[config.mk]
export PLATFORM = sky130hd
export DESIGN_NAME = alloc_top
export DESIGN_NICKNAME = d
export VERILOG_FILES = /design/src/rtl/alloc_pkg.sv /design/src/rtl/alloc_ram.sv /design/src/rtl/alloc_free_list.sv /design/src/rtl/alloc_scatter.sv /design/src/rtl/alloc_gather.sv /design/src/rtl/alloc_ctrl.sv /design/src/rtl/alloc_top.sv
export SDC_FILE = /design/constraint.sdc
export NUM_CORES = 2
export LEC_CHECK = 0
export BUFFER_PORTS_ARGS = -buffer_cell sky130_fd_sc_hd__buf_2
export CAP_MARGIN = 5
export CELL_PAD_IN_SITES_DETAIL_PLACEMENT = 1
export CELL_PAD_IN_SITES_GLOBAL_PLACEMENT = 2
export CORE_UTILIZATION = 41
export DETAILED_ROUTE_END_ITERATION = 8
export PLACE_DENSITY_LB_ADDON = 0.1
export SLEW_MARGIN = 20
export SYNTH_ARGS = -nofsm -noshare
export SYNTH_HDL_FRONTEND = slang
export SYNTH_HIERARCHICAL = 1
export SYNTH_SLANG_ARGS = --single-unit
[constraint.sdc]
create_clock -name clk -period 8.52 [get_ports clk]
set_input_delay 1.704 -clock clk [delete_from_list [all_inputs] [get_ports clk]]
set_output_delay 1.704 -clock clk [all_outputs]
set_load 0.02 [all_outputs]
[src/rtl/alloc_pkg.sv]
package alloc_pkg;

    // ====================
    // Widths
    // ====================
    localparam int PTR_WID        = 5;
    localparam int BUFFER_SIZE    = 64;
    localparam int SIZE_WID       = 6;
    localparam int META_WID       = 4;
    localparam int FRAME_SIZE_WID = 12;

    // ====================
    // Datapath structs
    // ====================
    // Size counts only on the eof buffer
    typedef struct packed {
        logic                eof;
        logic [SIZE_WID-1:0] size;
        logic [META_WID-1:0] meta;
        logic                err;
    } alloc_desc_t;

    typedef struct packed {
        logic [PTR_WID-1:0] ptr;
        alloc_desc_t        desc;
    } store_beat_t;

    typedef struct packed {
        logic [PTR_WID-1:0] ptr;
        alloc_desc_t        desc;
    } load_beat_t;

    typedef struct packed {
        logic [PTR_WID-1:0]        head;
        logic [FRAME_SIZE_WID-1:0] size;
    } frame_t;

    // Single-cycle pulses into the statistics counters
    typedef struct packed {
        logic alloc;
        logic alloc_err;
        logic dealloc;
        logic dealloc_err;
        logic frame;
    } alloc_evt_t;

    // ====================
    // APB
    // ====================
    typedef struct packed {
        logic        psel;
        logic        penable;
        logic        pwrite;
        logic [7:0]  paddr;
        logic [31:0] pwdata;
    } apb_req_t;

    typedef struct packed {
        logic [31:0] prdata;
        logic        pready;
        logic        pslverr;
    } apb_rsp_t;

    typedef enum logic [7:0] {
        REG_CTRL        = 8'h00,
        REG_STATUS      = 8'h04,
        REG_ACTIVE      = 8'h08,
        REG_ALLOC       = 8'h0C,
        REG_ALLOC_ERR   = 8'h10,
        REG_DEALLOC     = 8'h14,
        REG_DEALLOC_ERR = 8'h18,
        REG_FRAMES      = 8'h1C
    } alloc_reg_e;

    // ====================
    // FSM states
    // ====================
    typedef enum logic {FL_INIT, FL_RUN} fl_state_e;

    typedef enum logic [1:0] {G_IDLE, G_READ, G_OUT} gather_state_e;

endpackage

[src/rtl/alloc_ram.sv]
module alloc_ram #(
    parameter int WIDTH = 12,
    parameter int DEPTH = 32
) (
    input  logic                     clk,
    input  logic                     we,
    input  logic [$clog2(DEPTH)-1:0] waddr,
    input  logic [WIDTH-1:0]         wdata,
    input  logic                     re,
    input  logic [$clog2(DEPTH)-1:0] raddr,
    output logic [WIDTH-1:0]         rdata
);

    logic [WIDTH-1:0] mem [DEPTH];

    always_ff @(posedge clk) begin
        if (we) begin
            mem[waddr] <= wdata;
        end
    end

    // Read-before-write on an address collision
    always_ff @(posedge clk) begin
        if (re) begin
            rdata <= mem[raddr];
        end
    end

endmodule

[src/rtl/alloc_free_list.sv]
module alloc_free_list #(
    parameter int NUM_BUFS = 16
) (
    input  logic                          clk,
    input  logic                          reset,
    input  logic                          en,
    output logic                          init_done,
    output logic                          ptr_valid,
    input  logic                          ptr_ready,
    output logic [alloc_pkg::PTR_WID-1:0] ptr,
    input  logic [alloc_pkg::PTR_WID-1:0] chk_ptr,
    output logic                          chk_alloc,
    input  logic                          fr_valid,
    input  logic [alloc_pkg::PTR_WID-1:0] fr_ptr,
    input  logic                          rc_valid,
    output logic                          rc_ready,
    input  logic [alloc_pkg::PTR_WID-1:0] rc_ptr,
    output alloc_pkg::alloc_evt_t         evt
);

    localparam int PW    = alloc_pkg::PTR_WID;
    localparam int DEPTH = 2 ** PW;

    if (NUM_BUFS > DEPTH) begin : g_bad_num_bufs
        $error("NUM_BUFS exceeds the pointer space");
    end

    alloc_pkg::fl_state_e state;
    logic [PW-1:0]        fifo [DEPTH];
    logic [PW-1:0]        rd_idx;
    logic [PW-1:0]        wr_idx;
    logic [PW:0]          count;
    logic [DEPTH-1:0]     alloc_map;
    logic                 pop;
    logic                 free_req;
    logic                 free_err;
    logic                 push;
    logic [PW-1:0]        free_ptr;
    logic [PW-1:0]        push_ptr;

    assign init_done = (state == alloc_pkg::FL_RUN);
    assign ptr_valid = init_done && en && (count != '0);
    assign ptr       = fifo[rd_idx];
    assign pop       = ptr_valid && ptr_ready;
    assign chk_alloc = alloc_map[chk_ptr];

    // Gather frees always win over recycle
    assign rc_ready = init_done && !fr_valid;
    assign free_req = fr_valid || (rc_valid && rc_ready);
    assign free_ptr = fr_valid ? fr_ptr : rc_ptr;
    assign free_err = free_req && !alloc_map[free_ptr];

    // Init fill pushes 0..NUM_BUFS-1 straight from the count
    assign push     = !init_done || (free_req && alloc_map[free_ptr]);
    assign push_ptr = init_done ? free_ptr : count[PW-1:0];

    always_ff @(posedge clk) begin
        if (push) begin
            fifo[wr_idx] <= push_ptr;
        end
    end

    always_ff @(posedge clk) begin
        if (reset) begin
            state     <= alloc_pkg::FL_INIT;
            rd_idx    <= '0;
            wr_idx    <= '0;
            count     <= '0;
            alloc_map <= '0;
            evt       <= '0;
        end else begin
            if (!init_done && count == (PW + 1)'(NUM_BUFS - 1)) begin
                state <= alloc_pkg::FL_RUN;
            end
            if (push) begin
                wr_idx <= wr_idx + 1'b1;
            end
            if (pop) begin
                rd_idx         <= rd_idx + 1'b1;
                alloc_map[ptr] <= 1'b1;
            end
            if (push && init_done) begin
                alloc_map[free_ptr] <= 1'b0;
            end
            if (push && !pop) begin
                count <= count + 1'b1;
            end else if (pop && !push) begin
                count <= count - 1'b1;
            end
            evt <= '{alloc: pop, alloc_err: 1'b0, dealloc: push && init_done,
                     dealloc_err: free_err, frame: 1'b0};
        end
    end

    // Popped pointer must be queued and not already out
    assert property (@(posedge clk) disable iff (reset)
        pop |-> (count != '0) && !alloc_map[ptr]);

    // Only allocated pointers come back, so the queue cannot overfill
    assert property (@(posedge clk) disable iff (reset)
        push && !pop |-> count < (PW + 1)'(NUM_BUFS));

endmodule

[src/rtl/alloc_scatter.sv]
module alloc_scatter (
    input  logic                          clk,
    input  logic                          reset,
    input  logic                          init_done,
    input  logic                          st_valid,
    output logic                          st_ready,
    input  alloc_pkg::store_beat_t        st,
    output logic [alloc_pkg::PTR_WID-1:0] chk_ptr,
    input  logic                          chk_alloc,
    output logic                          desc_we,
    output logic [alloc_pkg::PTR_WID-1:0] desc_waddr,
    output alloc_pkg::alloc_desc_t        desc_wdata,
    output logic                          link_we,
    output logic [alloc_pkg::PTR_WID-1:0] link_waddr,
    output logic [alloc_pkg::PTR_WID-1:0] link_wdata,
    output logic                          frame_valid,
    output alloc_pkg::frame_t             frame,
    output alloc_pkg::alloc_evt_t         evt
);

    localparam int FW = alloc_pkg::FRAME_SIZE_WID;

    logic                          accept;
    logic                          store;
    logic                          in_frame;
    logic [alloc_pkg::PTR_WID-1:0] head_ptr;
    logic [alloc_pkg::PTR_WID-1:0] prev_ptr;
    logic [FW-1:0]                 byte_cnt;
    logic [FW:0]                   beat_bytes;
    logic [FW:0]                   next_cnt;

    assign st_ready = init_done;
    assign accept   = st_valid && st_ready;
    assign chk_ptr  = st.ptr;
    assign store    = accept && chk_alloc;

    assign desc_we    = store;
    assign desc_waddr = st.ptr;
    assign desc_wdata = st.desc;

    // Chain behind the previous buffer of the open frame
    assign link_we    = store && in_frame;
    assign link_waddr = prev_ptr;
    assign link_wdata = st.ptr;

    assign beat_bytes = st.desc.eof ? (FW + 1)'(st.desc.size)
                                    : (FW + 1)'(alloc_pkg::BUFFER_SIZE);
    assign next_cnt   = (in_frame ? {1'b0, byte_cnt} : '0) + beat_bytes;

    always_ff @(posedge clk) begin
        if (reset) begin
            in_frame    <= 1'b0;
            frame_valid <= 1'b0;
            evt         <= '0;
        end else begin
            frame_valid <= store && st.desc.eof;
            evt <= '{alloc: 1'b0, alloc_err: accept && !chk_alloc, dealloc: 1'b0,
                     dealloc_err: 1'b0, frame: store && st.desc.eof};
            if (store) begin
                in_frame <= !st.desc.eof;
            end
        end
    end

    // Open frame context and report payload
    always_ff @(posedge clk) begin
        if (store) begin
            if (!in_frame) begin
                head_ptr <= st.ptr;
            end
            prev_ptr   <= st.ptr;
            byte_cnt   <= next_cnt[FW-1:0];
            frame.head <= in_frame ? head_ptr : st.ptr;
            frame.size <= next_cnt[FW-1:0];
        end
    end

    // Running total over a whole frame fits FRAME_SIZE_WID
    assert property (@(posedge clk) disable iff (reset)
        store |-> !next_cnt[FW]);

endmodule

[src/rtl/alloc_gather.sv]
module alloc_gather (
    input  logic                          clk,
    input  logic                          reset,
    input  logic                          lr_valid,
    output logic                          lr_ready,
    input  logic [alloc_pkg::PTR_WID-1:0] lr_ptr,
    output logic                          rd_en,
    output logic [alloc_pkg::PTR_WID-1:0] rd_addr,
    input  alloc_pkg::alloc_desc_t        desc_rdata,
    input  logic [alloc_pkg::PTR_WID-1:0] link_rdata,
    output logic                          ld_valid,
    input  logic                          ld_ready,
    output alloc_pkg::load_beat_t         ld,
    output logic                          fr_valid,
    output logic [alloc_pkg::PTR_WID-1:0] fr_ptr
);

    alloc_pkg::gather_state_e      state;
    logic [alloc_pkg::PTR_WID-1:0] rd_ptr;
    logic [alloc_pkg::PTR_WID-1:0] link_ptr;
    logic                          start;
    logic                          accept;

    assign lr_ready = (state == alloc_pkg::G_IDLE);
    assign start    = lr_valid && lr_ready;
    assign ld_valid = (state == alloc_pkg::G_OUT);
    assign accept   = ld_valid && ld_ready;

    // Buffer goes back to the free list as its beat leaves
    assign fr_valid = accept;
    assign fr_ptr   = ld.ptr;

    // Both RAMs read together, head from request or next from link
    assign rd_en   = start || (accept && !ld.desc.eof);
    assign rd_addr = lr_ready ? lr_ptr : link_ptr;

    // ====================
    // Chain walk FSM
    // ====================
    always_ff @(posedge clk) begin
        if (reset) begin
            state <= alloc_pkg::G_IDLE;
        end else begin
            case (state)
                alloc_pkg::G_IDLE: begin
                    if (start) begin
                        state <= alloc_pkg::G_READ;
                    end
                end
                alloc_pkg::G_READ: begin
                    state <= alloc_pkg::G_OUT;
                end
                alloc_pkg::G_OUT: begin
                    if (accept) begin
                        state <= ld.desc.eof ? alloc_pkg::G_IDLE : alloc_pkg::G_READ;
                    end
                end
                default: begin
                    state <= alloc_pkg::G_IDLE;
                end
            endcase
        end
    end

    always_ff @(posedge clk) begin
        if (rd_en) begin
            rd_ptr <= rd_addr;
        end
        if (state == alloc_pkg::G_READ) begin
            ld       <= '{ptr: rd_ptr, desc: desc_rdata};
            link_ptr <= link_rdata;
        end
    end

    // Stalled beat holds until taken
    assert property (@(posedge clk) disable iff (reset)
        ld_valid && !ld_ready |=> ld_valid && $stable(ld));

endmodule

[src/rtl/alloc_ctrl.sv]
module alloc_ctrl (
    input  logic                  clk,
    input  logic                  reset,
    input  alloc_pkg::apb_req_t   req,
    output alloc_pkg::apb_rsp_t   rsp,
    input  logic                  init_done,
    input  alloc_pkg::alloc_evt_t fl_evt,
    input  alloc_pkg::alloc_evt_t sc_evt,
    output logic                  en
);

    alloc_pkg::alloc_evt_t evt;
    logic                  access;
    logic                  hit;
    logic [31:0]           rdata;
    logic [31:0]           active_cnt;
    logic [31:0]           alloc_cnt;
    logic [31:0]           alloc_err_cnt;
    logic [31:0]           dealloc_cnt;
    logic [31:0]           dealloc_err_cnt;
    logic [31:0]           frame_cnt;

    // Each source drives its own fields, the rest stay 0
    assign evt    = fl_evt | sc_evt;
    assign access = req.psel && req.penable;

    // ====================
    // Register decode
    // ====================
    always_comb begin
        hit   = 1'b1;
        rdata = '0;
        case (req.paddr)
            alloc_pkg::REG_CTRL:        rdata = {31'b0, en};
            alloc_pkg::REG_STATUS:      rdata = {31'b0, init_done};
            alloc_pkg::REG_ACTIVE:      rdata = active_cnt;
            alloc_pkg::REG_ALLOC:       rdata = alloc_cnt;
            alloc_pkg::REG_ALLOC_ERR:   rdata = alloc_err_cnt;
            alloc_pkg::REG_DEALLOC:     rdata = dealloc_cnt;
            alloc_pkg::REG_DEALLOC_ERR: rdata = dealloc_err_cnt;
            alloc_pkg::REG_FRAMES:      rdata = frame_cnt;
            default:                    hit = 1'b0;
        endcase
    end

    assign rsp.prdata  = (access && !req.pwrite) ? rdata : '0;
    assign rsp.pready  = 1'b1;
    assign rsp.pslverr = access && !hit;

    // ====================
    // Enable and counters
    // ====================
    always_ff @(posedge clk) begin
        if (reset) begin
            en              <= 1'b1;
            active_cnt      <= '0;
            alloc_cnt       <= '0;
            alloc_err_cnt   <= '0;
            dealloc_cnt     <= '0;
            dealloc_err_cnt <= '0;
            frame_cnt       <= '0;
        end else begin
            if (access && req.pwrite && req.paddr == alloc_pkg::REG_CTRL) begin
                en <= req.pwdata[0];
            end
            // Alloc and free in one cycle cancel out
            if (evt.alloc && !evt.dealloc) begin
                active_cnt <= active_cnt + 1'b1;
            end else if (evt.dealloc && !evt.alloc) begin
                active_cnt <= active_cnt - 1'b1;
            end
            alloc_cnt       <= alloc_cnt + 32'(evt.alloc);
            alloc_err_cnt   <= alloc_err_cnt + 32'(evt.alloc_err);
            dealloc_cnt     <= dealloc_cnt + 32'(evt.dealloc);
            dealloc_err_cnt <= dealloc_err_cnt + 32'(evt.dealloc_err);
            frame_cnt       <= frame_cnt + 32'(evt.frame);
        end
    end

endmodule

[src/rtl/alloc_top.sv]
module alloc_top #(
    parameter int NUM_BUFS = 16
) (
    input  logic                          clk,
    input  logic                          reset,
    output logic                          ptr_valid,
    input  logic                          ptr_ready,
    output logic [alloc_pkg::PTR_WID-1:0] ptr,
    input  logic                          st_valid,
    output logic                          st_ready,
    input  alloc_pkg::store_beat_t        st,
    output logic                          frame_valid,
    output alloc_pkg::frame_t             frame,
    input  logic                          lr_valid,
    output logic                          lr_ready,
    input  logic [alloc_pkg::PTR_WID-1:0] lr_ptr,
    output logic                          ld_valid,
    input  logic                          ld_ready,
    output alloc_pkg::load_beat_t         ld,
    input  logic                          rc_valid,
    output logic                          rc_ready,
    input  logic [alloc_pkg::PTR_WID-1:0] rc_ptr,
    input  alloc_pkg::apb_req_t           req,
    output alloc_pkg::apb_rsp_t           rsp
);

    localparam int PW    = alloc_pkg::PTR_WID;
    localparam int DEPTH = 2 ** PW;

    logic                   en;
    logic                   init_done;
    alloc_pkg::alloc_evt_t  fl_evt;
    alloc_pkg::alloc_evt_t  sc_evt;
    logic [PW-1:0]          chk_ptr;
    logic                   chk_alloc;
    logic                   fr_valid;
    logic [PW-1:0]          fr_ptr;
    logic                   desc_we;
    logic [PW-1:0]          desc_waddr;
    alloc_pkg::alloc_desc_t desc_wdata;
    alloc_pkg::alloc_desc_t desc_rdata;
    logic                   link_we;
    logic [PW-1:0]          link_waddr;
    logic [PW-1:0]          link_wdata;
    logic [PW-1:0]          link_rdata;
    logic                   rd_en;
    logic [PW-1:0]          rd_addr;

    alloc_ctrl alloc_ctrl_i (
        .clk, .reset, .req, .rsp, .init_done, .fl_evt, .sc_evt, .en
    );

    alloc_free_list #(
        .NUM_BUFS(NUM_BUFS)
    ) alloc_free_list_i (
        .clk, .reset, .en, .init_done, .ptr_valid, .ptr_ready, .ptr,
        .chk_ptr, .chk_alloc, .fr_valid, .fr_ptr,
        .rc_valid, .rc_ready, .rc_ptr, .evt(fl_evt)
    );

    alloc_scatter alloc_scatter_i (
        .clk, .reset, .init_done, .st_valid, .st_ready, .st,
        .chk_ptr, .chk_alloc, .desc_we, .desc_waddr, .desc_wdata,
        .link_we, .link_waddr, .link_wdata, .frame_valid, .frame, .evt(sc_evt)
    );

    alloc_gather alloc_gather_i (
        .clk, .reset, .lr_valid, .lr_ready, .lr_ptr, .rd_en, .rd_addr,
        .desc_rdata, .link_rdata, .ld_valid, .ld_ready, .ld, .fr_valid, .fr_ptr
    );

    alloc_ram #(
        .WIDTH($bits(alloc_pkg::alloc_desc_t)),
        .DEPTH(DEPTH)
    ) desc_ram (
        .clk, .we(desc_we), .waddr(desc_waddr), .wdata(desc_wdata),
        .re(rd_en), .raddr(rd_addr), .rdata(desc_rdata)
    );

    alloc_ram #(
        .WIDTH(PW),
        .DEPTH(DEPTH)
    ) link_ram (
        .clk, .we(link_we), .waddr(link_waddr), .wdata(link_wdata),
        .re(rd_en), .raddr(rd_addr), .rdata(link_rdata)
    );

endmodule

Word level (Yosys, flattened, before mapping) --
Memories as Yosys holds them, arrays and structs flattened. A register that Yosys moved wholly into a read port is not among the register bits. Index checks and enable logic that the tools add are counted.
Storage, ports and cells: flip-flop bits (word level) 299, RAM bits 704, input bits 77, memories 3
Operators by class: add/subtract/negate cells 12, magnitude comparators 5, equal/unequal tests 12, mux-type cells 36, bitwise operators 5, reductions and logical operators 51
Memories:
- desc_ram.mem | depth 32, width 12, read ports 1, clocked after memory_dff 1, wr ports 1, RTL line alloc_ram.sv:14 | logic [WIDTH-1:0] mem [DEPTH];
- alloc_free_list_i.fifo | depth 32, width 5, read ports 1, clocked after memory_dff 1, wr ports 1, RTL line alloc_free_list.sv:29 | logic [PW-1:0] fifo [DEPTH];
- link_ram.mem | depth 32, width 5, read ports 1, clocked after memory_dff 1, wr ports 1, RTL line alloc_ram.sv:14
Operators by type and width (number):
- $pmux W32 S8 | 1
- $mux W32 | 6
- $add A32 B1 Y32 | 5
- $add A32 B1 Y32 const B | 1
- $and A32 B32 Y32 | 1
- $eq A8 B5 Y1 const B | 4
- $not A32 Y32 | 1
- $or A32 B32 Y32 | 1
- $sub A32 B1 Y32 const B | 1
- $mux W5 | 6
- $logic_and A1 B1 Y1 | 28
- $lt A5 B6 Y1 const B | 3
- $eq A8 B4 Y1 const B | 2
- $add A12 B12 Y12 | 1
- $logic_not A1 Y1 | 12
- $mux W1 | 12
- $mux W12 | 1
- $mux W6 | 2
- $add A5 B1 Y5 const B | 2
- $bmux W1 S5 | 2
- $demux W1 S5 | 2
- $ge A5 B1 Y1 const B | 2
- $eq A8 B3 Y1 const B | 1
- $logic_not A8 Y1 | 1
- 17 further kinds | 23

Depth between registers and ports, before layout --
depth after elaboration 12, depth in mapped cells 21

Hierarchy --
The synthesis kept the hierarchy.
Modules (own cells, without submodules):
- alloc_ram (desc_ram) | instances 1, cells an instance 868, area an instance 15588.7 um2, sequential area each 11891.4 um2
- alloc_ctrl | instances 1, cells an instance 1390, area an instance 11055.6 um2, sequential area each 3863.7 um2
- alloc_free_list | instances 1, cells an instance 700, area an instance 9824.4 um2, sequential area each 5945.7 um2
- alloc_ram (link_ram) | instances 1, cells an instance 277, area an instance 6394.9 um2, sequential area each 4954.8 um2
- alloc_scatter | instances 1, cells an instance 139, area an instance 1527.7 um2, sequential area each 720.7 um2
- alloc_gather | instances 1, cells an instance 49, area an instance 1037.2 um2, sequential area each 850.8 um2

Worst setup path after synthesis --
No wires, ideal clock.
path type input-to-reg, start input port ld_ready, end register alloc_free_list_i.count[5], library setup time 0.128 ns, data arrival time 5.503 ns, required time 8.392 ns, setup slack 2.890 ns, stages on the path 19, cells stage by stage and2_1 > buf_6 > buf_8 > nand3_2 > a21oi_1 > o41a_1 > or4_4 > o41ai_4 > buf_6 > ha_1 > inv_1 > ha_1 > a21oi_1 > a21boi_0 > o21a_1 > or3_1 > a21oi_1 > xnor2_1 > nor2_1
On the way: word-level cells in the longest chain between the ends 10, elaborated cells between the ends (all ways) 15
Ends and longest elaborated chain:
- from (decl) | RTL line alloc_top.sv:18 | input logic ld_ready,
- $logic_and A1 B1 Y1 * | RTL line alloc_gather.sv:27 | assign accept = ld_valid && ld_ready;
- parallel branches: the longest is 4 deep, another holds $mux W5
- $logic_and A1 B1 Y1 * | RTL line alloc_free_list.sv:54 | assign push = !init_done || (free_req && alloc_map[free_ptr]);
- $logic_or A1 B1 Y1 * | RTL line alloc_free_list.sv:54
- net alloc_free_list_i.push | RTL line alloc_free_list.sv:37 | logic push;
- $logic_not A1 Y1 | RTL line alloc_free_list.sv:87 | end else if (pop && !push) begin
- $logic_and A1 B1 Y1 | RTL line alloc_free_list.sv:87
- $reduce_bool A2 Y1 (no line)
- to (signal assigned) | RTL line alloc_free_list.sv:86 | count <= count + 1'b1;
- to (signal assigned) | RTL line alloc_free_list.sv:88 | count <= count - 1'b1;
- to (decl) | RTL line alloc_free_list.sv:32 | logic [PW:0] count;
Mark *: on every way through the listed nets, which the timed path passes. The select of a mux whose other input is x is not followed. A chain may end at the register's enable or synchronous reset.

Worst setup path in the final report --
start input port ld_ready, end register alloc_free_list_i.count[5]
On the way: word-level cells in the longest chain between the ends 10, elaborated cells between the ends (all ways) 15
Ends and longest elaborated chain:
- $logic_and A1 B1 Y1 * | RTL line alloc_gather.sv:27
- net fr_valid | RTL line alloc_top.sv:36 | logic fr_valid;
- parallel branches: the longest is 4 deep, another holds $mux W5
- $logic_and A1 B1 Y1 * | RTL line alloc_free_list.sv:54
- $logic_or A1 B1 Y1 * | RTL line alloc_free_list.sv:54
- $logic_not A1 Y1 | RTL line alloc_free_list.sv:87
- $logic_and A1 B1 Y1 | RTL line alloc_free_list.sv:87
- $reduce_bool A2 Y1 (no line)
Marks and branches as above.

==> results.md <==
| Step | Quantity | This run |
|:---|:---|:---|
| layout | Area added between synthesis and finish | 11.8% |
| layout | Area used by sequential logic in the layout | 28200 um^2 |
| clock network | Resized Gates After CTS | 0 |
| layout | Most frequent standard cell in the layout excluding fill and tap cells | sky130_fd_sc_hd__edfxtp_1 |
| grt | First-pass GRT wire length | 184000 um |
| route | DRC errors left | 0 |
| grt | Number of global-route vias before repair | 30.0k |
| run status | Outcome | finished, final reports clean |
| layout | Multi-input combinational cell area | 15900 um^2 |
| layout | Fin util | 46.5% |
| power | Peak ir drop on the vdd network | 0.190 mV |
| setup path | CP startpoint kind | input pin |
| setup path | Worst reg2reg setup slack | 2.29 ns |
| layout | Layout cells sized above 1 | 15.7% |
| die | Number of cell rows | 121 |
| setup path | Kind of capture point of the worst setup path | flip-flop |
| die | Overall die width | 335 um |
| sta | Setup TNS | 0 ns |
| synthesis | Sequential-to-total area share from yosys stat | 62.1% |
| clock network | CTS Sinks | 1025 |
| clock network | Clock transition at the registers of the reported paths | 0.06 ns |
| die | Area of the core | 109000 um^2 |
| synthesis | Gate count of the mapped netlist | 3423 |
| job | Max-cap viol count | 0 |
| sta | Hold Vio Cnt, Final | 0 |
| synthesis | Primary FF master, synth | sky130_fd_sc_hd__edfxtp_1 |
| layout | Non-Filler Instances | 5078 |
| place | Total instance count after detailed placement | 4872 |
| place | Weighted congestion at the end of routability-driven global placement | 0.824 |
| place | Final HPWL from detailed placement | 78900 um |
| synthesis | Mapped Area | 45400 um^2 |
| sta | RSZ-0062 raised after global routing | false |
| grt | Pin count of the biggest net entering global routing | 141 |
| route | First-pass detailed-route iteration total | 4 |
| grt | Number of antenna violations at the first check in global routing | 3 |
| layout | Number of nets at the end of the flow | 3651 |
| clock network | Post CTS Setup Buffer Count | 0 |
| sta | Total of endpoints with negative setup slack in the final report | 0 |
| sta | Number of max-slew violations in the final report | 0 |
| sta | Transition time at the pin with the least slew margin | 1.11 ns |
| route | Antenna-violating nets left | 0 |
| layout | Register bank with the most flops | desc_ram/mem |
| layout | Top library cells by usage in the layout, fill and taps aside | 770 x sky130_fd_sc_hd__edfxtp_1, 326 x sky130_fd_sc_hd__nor2_1, 254 x sky130_fd_sc_hd__dfxtp_1, 241 x sky130_fd_sc_hd__mux2i_1, 209 x sky130_fd_sc_hd__nand2_1 |
| layout | Registers with the highest flip-flop counts | desc_ram/mem (384), alloc_free_list_i/fifo (160), link_ram/mem (160) |
| clock network | Clock tree from TritonCTS | built |
| clock network | Hold-fix buffer count after cts | 0 |
| route | Sum of routed wire length over all layers | 121000 um |
| die | Total Die Area | 112000 um^2 |
| clock network | H-tree levels | 3 |
| synthesis | Mapped Avg Cell Area | 13.3 um^2 |
| synthesis | Fraction of registers with async set or reset after synthesis | 0% |
| clock network | Root Buffer Master | sky130_fd_sc_hd__clkbuf_16 |
| setup path | Critical Path AT | 7.20 ns |
| layout | Flip-flop count of the largest register, all copies and words added | 384 |
| die | Chip height | 335 um |
| synthesis | Number of synthesis warnings | 6 |
| clock network | Clock network latency to the later pin of the worst-skew pair | 0.72 ns |
| power | Leakage Power | 17.2 nW |
| route | Average via count per standard cell | 5.55 |
| grt | Total routing resource utilization after global routing | 21.5% |
| route | Via count | 28.2k |
| place | Quantity of I/O buffers inserted on ports | 123 |
| sta | Worst Skew | 0.0494 ns |
| route | Post-DR wirelength/cell | 23.7 um |
| layout | FILL cells | 11.1k |
| sta | Share of the cycle needed by the critical path after routing | 78.3% |
| power | Sum of internal, switching and leakage power | 11.9 mW |
| synthesis | Count of flip-flops with a built-in enable after synthesis | 770 |
| setup path | Crit path max fanout | 20 |
| setup path | Data required time of the critical path | 9.05 ns |
| sta | Worst slew slack as a fraction of its limit | 26.1% |
| worst hold path | Tightest Hold Check Type | flip-flop to flip-flop |
| clock network | Clock buffers created by TritonCTS | 111 |
| power | Power Dens Cells | 235 nW/um^2 |
| route | First DRT Iteration DRCs | 1483 |
| synthesis | Post-synth cell types | 102 |
| sta | F_max | 150 MHz |
| synthesis | Synthesized flop and latch total | 1025 |
| grt | GR Overflow Total | 0 |
| die | Io pins | 156 |
| setup path | Critical path start-end classification | input pin to flip-flop |
| sta | Worst Hold Margin | 0.418 ns |
| die | Effective utilization at floorplan | 41.6% |
| clock network | Bufs on Longest Clock Path | 3 |
| sta | Final Critical Period | 6.67 ns |
## cells by family (layout without fill, tap and decap cells)
group / Yosys count / count (layout) / synth area share, %
AOI/OAI and AO/OA: 557 / 557 / 8.23
xor gates and xnor gates: 159 / 159 / 3.07
adders and majority gates: 65 / 65 / 1.84
buffers and inverters: 257 / 432 / 3.21
DFF: 1025 / 1025 / 62.1
muxes: 380 / 380 / 11.0
other: 3 / 7 / 0.0248
and+or+nand+nor: 977 / 977 / 10.5
## routing by layer
metal | vias up | GRT usage, % | share of wire [%]
met2 | 430 | 38.1 | 51
met4 | 2 | 6.27 | 2.7
met1 | 14500 | 27.2 | 43
met5 | - | 0 | 0.011
met3 | 171 | 2.91 | 3.1
li1 | 13100 | - | -
## metrics by stage
step                      area, um^2  worst slack (ns)
after CTS                      50800              1.95
after floorplan                45400              2.89
after global routing           50800              1.54
after global placement         47200              1.30
final                          50800              1.85
after detailed placement       47200              1.23
## final cells by class
class                   instances  area share, %
clock buffers                 155           6.13
clock inverters                50           1.00
inverters                      48          0.355
multi-input cells            2144           31.2
repair buffers                179           2.08
well taps                    1476           3.64
diodes                          1        0.00493
flip-flops and latches       1025           55.6
## worst paths after layout
check / startpoint / endpoint / depth (start not counted)
setup / recovery: ld_ready / alloc_free_list_i/count[5] / 18
hold / removal: alloc_gather_i/rd_ptr[0] / alloc_gather_i/fr_ptr[0] / 0
setup reg to reg: alloc_gather_i/state[1] / alloc_free_list_i/count[5] / 18
hold reg to reg: alloc_gather_i/rd_ptr[0] / alloc_gather_i/fr_ptr[0] / 0
## Yosys cell counts, types with 9 or more instances
cell	count	share of area (%)
sky130_fd_sc_hd__nor2_1	339	2.8
sky130_fd_sc_hd__buf_6	13	0.32
sky130_fd_sc_hd__mux2i_1	241	5.3
sky130_fd_sc_hd__buf_4	50	0.83
sky130_fd_sc_hd__a22oi_1	82	1.4
sky130_fd_sc_hd__a221oi_1	28	0.54
sky130_fd_sc_hd__buf_2	34	0.37
sky130_fd_sc_hd__and3_1	32	0.44
sky130_fd_sc_hd__o31ai_1	9	0.15
sky130_fd_sc_hd__nand3_1	115	1.3
sky130_fd_sc_hd__dfxtp_1	255	11
sky130_fd_sc_hd__or4_1	9	0.15
sky130_fd_sc_hd__xnor2_1	69	1.3
sky130_fd_sc_hd__ha_1	62	1.7
sky130_fd_sc_hd__nor3_1	40	0.44
sky130_fd_sc_hd__and2_1	20	0.28
sky130_fd_sc_hd__mux2_2	44	1.1
sky130_fd_sc_hd__nand4_1	47	0.65
sky130_fd_sc_hd__nand2_1	209	1.7
sky130_fd_sc_hd__clkbuf_1	95	0.78
sky130_fd_sc_hd__a22o_1	32	0.62
sky130_fd_sc_hd__nor2b_1	23	0.32
sky130_fd_sc_hd__a31oi_1	18	0.25
sky130_fd_sc_hd__nand3b_1	15	0.25
sky130_fd_sc_hd__a21oi_1	205	2.3
sky130_fd_sc_hd__and4_1	9	0.17
sky130_fd_sc_hd__nand2b_1	15	0.21
sky130_fd_sc_hd__edfxtp_1	770	51
sky130_fd_sc_hd__xor2_1	90	1.7
sky130_fd_sc_hd__o21ai_0	49	0.54
sky130_fd_sc_hd__or2_2	15	0.21
sky130_fd_sc_hd__mux4_2	88	4.4
sky130_fd_sc_hd__a21o_1	14	0.23
sky130_fd_sc_hd__inv_1	46	0.38
sky130_fd_sc_hd__or3_1	37	0.51
sky130_fd_sc_hd__a311oi_1	32	0.62
## worst max-delay path, cell delays in order
cell and delay, ns:
sky130_fd_sc_hd__buf_2 0.10, sky130_fd_sc_hd__and2_1 0.64, sky130_fd_sc_hd__buf_4 0.38, sky130_fd_sc_hd__nand3b_1 0.28, sky130_fd_sc_hd__a21oi_1 0.11, sky130_fd_sc_hd__o41a_1 0.43
sky130_fd_sc_hd__or4_4 0.57, sky130_fd_sc_hd__o41ai_4 0.91, sky130_fd_sc_hd__ha_1 0.37, sky130_fd_sc_hd__inv_1 0.14, sky130_fd_sc_hd__ha_1 0.36, sky130_fd_sc_hd__a21oi_1 0.17
sky130_fd_sc_hd__a21boi_0 0.15, sky130_fd_sc_hd__o21a_1 0.20, sky130_fd_sc_hd__or3_1 0.30, sky130_fd_sc_hd__a21oi_1 0.19, sky130_fd_sc_hd__xnor2_1 0.14, sky130_fd_sc_hd__nor2_1 0.05
## report_power, final
part,switching (mW),internal [mW],leakage [nW]
logic,0.993,0.635,6.43
registers,0.0913,5.47,9.04
clock network,2.02,2.73,1.77
total,3.10,8.84,17.2
Power figures use the tool's default switching activity.
